--- config.mk ---
export PLATFORM = sky130hd
export DESIGN_NAME = memArbiter
export DESIGN_NICKNAME = d
export VERILOG_FILES = /design/src/hw/memL1Pkg.sv /design/src/hw/memArbiter.sv
export SDC_FILE = /design/constraint.sdc
export NUM_CORES = 1
export LEC_CHECK = 0
export BUFFER_PORTS_ARGS = -buffer_cell sky130_fd_sc_hd__buf_2
export CORE_AREA = 2 2 264 266
export CTS_CLUSTER_DIAMETER = 100
export DETAILED_ROUTE_END_ITERATION = 16
export DIE_AREA = 0 0 266 268
export PLACE_DENSITY_LB_ADDON = 0.15
export SLEW_MARGIN = 25
export SYNTH_ARGS = -nofsm -noshare
export SYNTH_HDL_FRONTEND = slang
export SYNTH_SLANG_ARGS = --single-unit
--- constraint.sdc ---
create_clock -name clock -period 1.3 [get_ports clock]
set_input_delay 0 -clock clock [delete_from_list [all_inputs] [get_ports clock]]
set_output_delay 0 -clock clock [all_outputs]
set_load 0.01 [all_outputs]
--- src/hw/memL1Pkg.sv ---
// Types shared by the caches, the arbiter and the memory port
// Addresses are byte addresses and only aligned 64-bit words are handled
// Memory moves whole 16-byte lines on reads and single words on writes
`default_nettype none

package memL1Pkg;

	typedef logic [31:0]  addrT;	// Byte address
	typedef logic [63:0]  wordT;	// Instruction or data word
	typedef logic [127:0] lineT;	// Cache line and memory beat

	typedef enum logic [1:0] {
		opmReady     = 2'd0,	// Port idle
		opmReadLine  = 2'd1,	// Read one 16-byte line
		opmWriteWord = 2'd2	// Write one 64-bit word
	} memOpmT;

	typedef enum logic [1:0] {
		okReady = 2'd0,	// Nothing pending
		okDone  = 2'd1,	// Request complete this cycle
		okHold  = 2'd2	// Busy, keep inputs stable
	} memOkT;

	typedef enum logic [1:0] {
		dcNone  = 2'd0,	// No data access
		dcLoad  = 2'd1,	// Aligned word load
		dcStore = 2'd2	// Aligned word store
	} dcOpmT;

	typedef struct packed {
		memOpmT opm;	// Operation toward memory
		addrT   addr;	// Line or word address
		wordT   data;	// Store word, writes only
	} memReqT;

	typedef struct packed {
		memOkT ok;	// Memory status
		lineT  line;	// Read data, valid with okDone
	} memRspT;

endpackage

`default_nettype wire

--- src/hw/memArbiter.sv ---
// Shares the single memory port between the instruction and data caches
// Request to memory is combinational, one registered grant per side
// Instruction side wins when both ask while no grant is held
// A grant lasts until the cycle memory answers okDone
// Requesters must drop opm to opmReady the cycle after okDone
`timescale 1ns/1ps
`default_nettype none

module memArbiter
	import memL1Pkg::*;
(
	input  wire         clock,
	input  wire         rstN,
	input  wire memReqT icReq,
	input  wire memReqT dcReq,
	output memRspT      icRsp,
	output memRspT      dcRsp,
	output memReqT      memReq,
	input  wire memRspT memRsp
);

	logic grantIc;	// Port held by instruction side
	logic grantDc;	// Port held by data side
	logic icBusy;
	logic dcBusy;
	logic selIc;
	logic selDc;
	logic doneNow;

	assign icBusy  = (icReq.opm != opmReady);
	assign dcBusy  = (dcReq.opm != opmReady);
	assign selIc   = grantIc || (icBusy && !grantDc);	// Priority when idle
	assign selDc   = !selIc && (grantDc || dcBusy);
	assign doneNow = (memRsp.ok == okDone);

	always_comb
	begin
		memReq.opm  = opmReady;	// Idle port
		memReq.addr = '0;
		memReq.data = '0;
		icRsp.ok    = icBusy ? okHold : okReady;	// Loser waits
		icRsp.line  = memRsp.line;
		dcRsp.ok    = dcBusy ? okHold : okReady;
		dcRsp.line  = memRsp.line;
		if (selIc)
		begin
			memReq = icReq;
			icRsp  = memRsp;	// Pass status straight back
		end
		else if (selDc)
		begin
			memReq = dcReq;
			dcRsp  = memRsp;
		end
	end

	always_ff @(posedge clock or negedge rstN)
	begin
		if (!rstN)
		begin
			grantIc <= 1'b0;
			grantDc <= 1'b0;
		end
		else
		begin
			grantIc <= selIc && icBusy && !doneNow;	// Release after okDone
			grantDc <= selDc && dcBusy && !doneNow;
		end
	end

endmodule

`default_nettype wire

==> flow_summary.json <==
{
  "reg2reg_setup_slack_ns": 0.03,
  "grt.met3_usage_pct": 2.64,
  "synth.top_cell.area_share_pct": 60.4,
  "ant_nets": 0,
  "h-tree-depth": 1,
  "wirelength_um": 19500,
  "worstSetupStartpointType": "flop",
  "dieArea_um2": 71300,
  "clock_latency_ns": 0.22,
  "wl_per_cell_um": 14.5,
  "yosysTopAreaCell": "buf_4",
  "most-common-layout-cells": "buf_2 (297), a32o_1 (95), buf_4 (23)",
  "use_met1_pct": 4.15,
  "dpl_cell_area_um2": 4050,
  "synth_area_leaders": "buf_4 (60%), a32o_1 (30%), buf_2 (2.5%)",
  "violations": "setup timing",
  "min_to": "icRsp[67]",
  "period_minus_slack_ns": 1.62,
  "slew_violations": 0,
  "hp-start": "memRsp[67]",
  "tns_ns": -26.82,
  "status": "finished, violations left",
  "pwr_density_cell_nw_per_um2": 511,
  "num_rows": 96,
  "fin_area_um2": 4450,
  "synth-seq-cells": 2,
  "synth_cell_type_count": 16,
  "vias": 3226,
  "tightest_slew_ns": 0.293,
  "vias_per_cell": 2.39,
  "drv_cap": 0,
  "core_area_um2": 68200,
  "rsz0062_at_grt": "yes",
  "ir_drop_v": 0.000405,
  "drt_iter0_drc": 135,
  "syn_inst": 405,
  "grt_util_all_layers_pct": 4.70,
  "overflow": 0,
  "nets": 793,
  "arrival_ns": 1.62,
  "cts.path.max_buffers": 2,
  "path_clk_slew_ns": 0.03,
  "path_class": "reg2out",
  "relSlewSlack_pct": 80.4,
  "hpwl_um": 14600,
  "setup_violations": 101,
  "post-route-drc-count": 0,
  "crit_fanout": 12,
  "synth_fp_nets": 733,
  "fin_skew_ns": 0.000384,
  "yosys_warnings": 0,
  "detail_route.first_pass.iterations": 4,
  "busiest_layer": "met2",
  "min_path_type": "in2out",
  "io_buffer_count": 301,
  "total_power_mw": 2.27,
  "gr-usage-met2_pct": 7.76,
  "cts-buffers-inserted": 3,
  "cts_tree": "done",
  "rr_endpoint": "grantDc",
  "end_kind": "output port",
  "utilization_pct": 6.52,
  "grt_max_degree": 32,
  "dieHeight_um": 268,
  "area_growth_pct": 38.2,
  "antenna_found_initial": 8,
  "required_ns": 1.30,
  "timing_hold_violations_final": 0,
  "clock.fmax_mhz": 615,
  "whs_ns": 0.00000327,
  "num_io_pins": 686,
  "die_w_um": 266,
  "syn_avg_cell_area_um2": 7.94,
  "globalplace.congestion": 0.676,
  "drive_gt1_share_pct": 77.1,
  "worstReg2RegStart": "grantIc",
  "leakage_nw": 1.86,
  "min_path_cells": 0,
  "final.setup.worst_slack_ns": -0.325,
  "r2r_cells": 5,
  "syn_area_um2": 3220,
  "layout_commonest_cell": "buf_2",
  "grt_pass1_wl_um": 23200,
  "grt_pass1_vias": 3098,
  "cts_root_buffer": "clkbuf_16",
  "seq_area_frac_synth_pct": 1.56,
  "cts.sinks": 2,
  "initial_core_util_pct": 4.72,
  "final.period_utilization_pct": 125
}
## worst max-delay path: stages (launching register included)
cell and delay, ns:
dfrtp_2 0.44, inv_2 0.09, o31ai_4 0.08, buf_12 0.16, clkbuf_16 0.19, a32o_1 0.28, buf_2 0.14
## per-stage QoR
step | cells | setup slack [ns]
detailed placement | 1325 | -0.122
CTS | 1339 | -0.329
floorplan | 405 | 0.0578
global placement | 1325 | -0.134
finish | 1347 | -0.325
global route | 1345 | -0.378
## synthesized netlist by cell type (all sizes together)
master     n
clkbuf    12
a21oi      1
dfrtp      2
a2bb2oi    1
a32o      98
and2       1
o31ai      1
nand2      3
nor3       2
nor2b      2
o21ai      1
nor2       3
and3       1
buf      275
inv        2
## repair_timing
action	in CTS	in global routing
endpoints found under the hold margin	2	0
hold buffers	1	0
gates resized for setup	16	9
buffers inserted	7	4
cloned	3	3
endpoints found under the setup margin	102	102
pin swaps	5	6
## metal layers
layer / wire length (um) / vias to the layer above / part of all wire [%]
met2: 8740 / 345 / 45
met3: 2570 / 120 / 13
li1: - / 1354 / -
met4: 1670 / 2 / 8.6
met1: 6500 / 1405 / 33
met5: 13 / - / 0.067
## state kept, by name (all words and copies together) (netlist names)
| name | flops |
|---|---|
| grantDc | 1 |
| grantIc | 1 |
## how the worst max path moves through the flow
| stage | from | end | slack (ns) |
|---|---|---|---|
| after global placement | grantDc | memReq[62] | -0.13 |
| after global routing | grantDc | memReq[53] | -0.38 |
| after floorplan | grantDc | memReq[65] | 0.06 |
| after detailed placement | grantDc | memReq[62] | -0.12 |
| final | grantDc | memReq[11] | -0.32 |
| after CTS | grantDc | memReq[62] | -0.33 |
## logic make-up after synthesis
group | synth area share (%)
and+or+nand+nor | 1.79
AOI/OAI and AO/OA | 32.1
buffers and inverters | 64.6
DFF | 1.56
## layout make-up
class,instances,area [um^2]
multi-input cells,114,1120
flip-flops and latches,2,51.3
fillers,8080,63800
clock buffers,3,75.1
repair buffers,342,2080
well taps,882,1100
inverters,2,10.0
diodes,2,5.00
## power breakdown
part | switching (mW) | internal, mW
clock network | 0.0672 | 0.391
logic | 0.862 | 0.880
registers | 0.00685 | 0.0673
total | 0.936 | 1.34
Power figures use the tool's default switching activity.
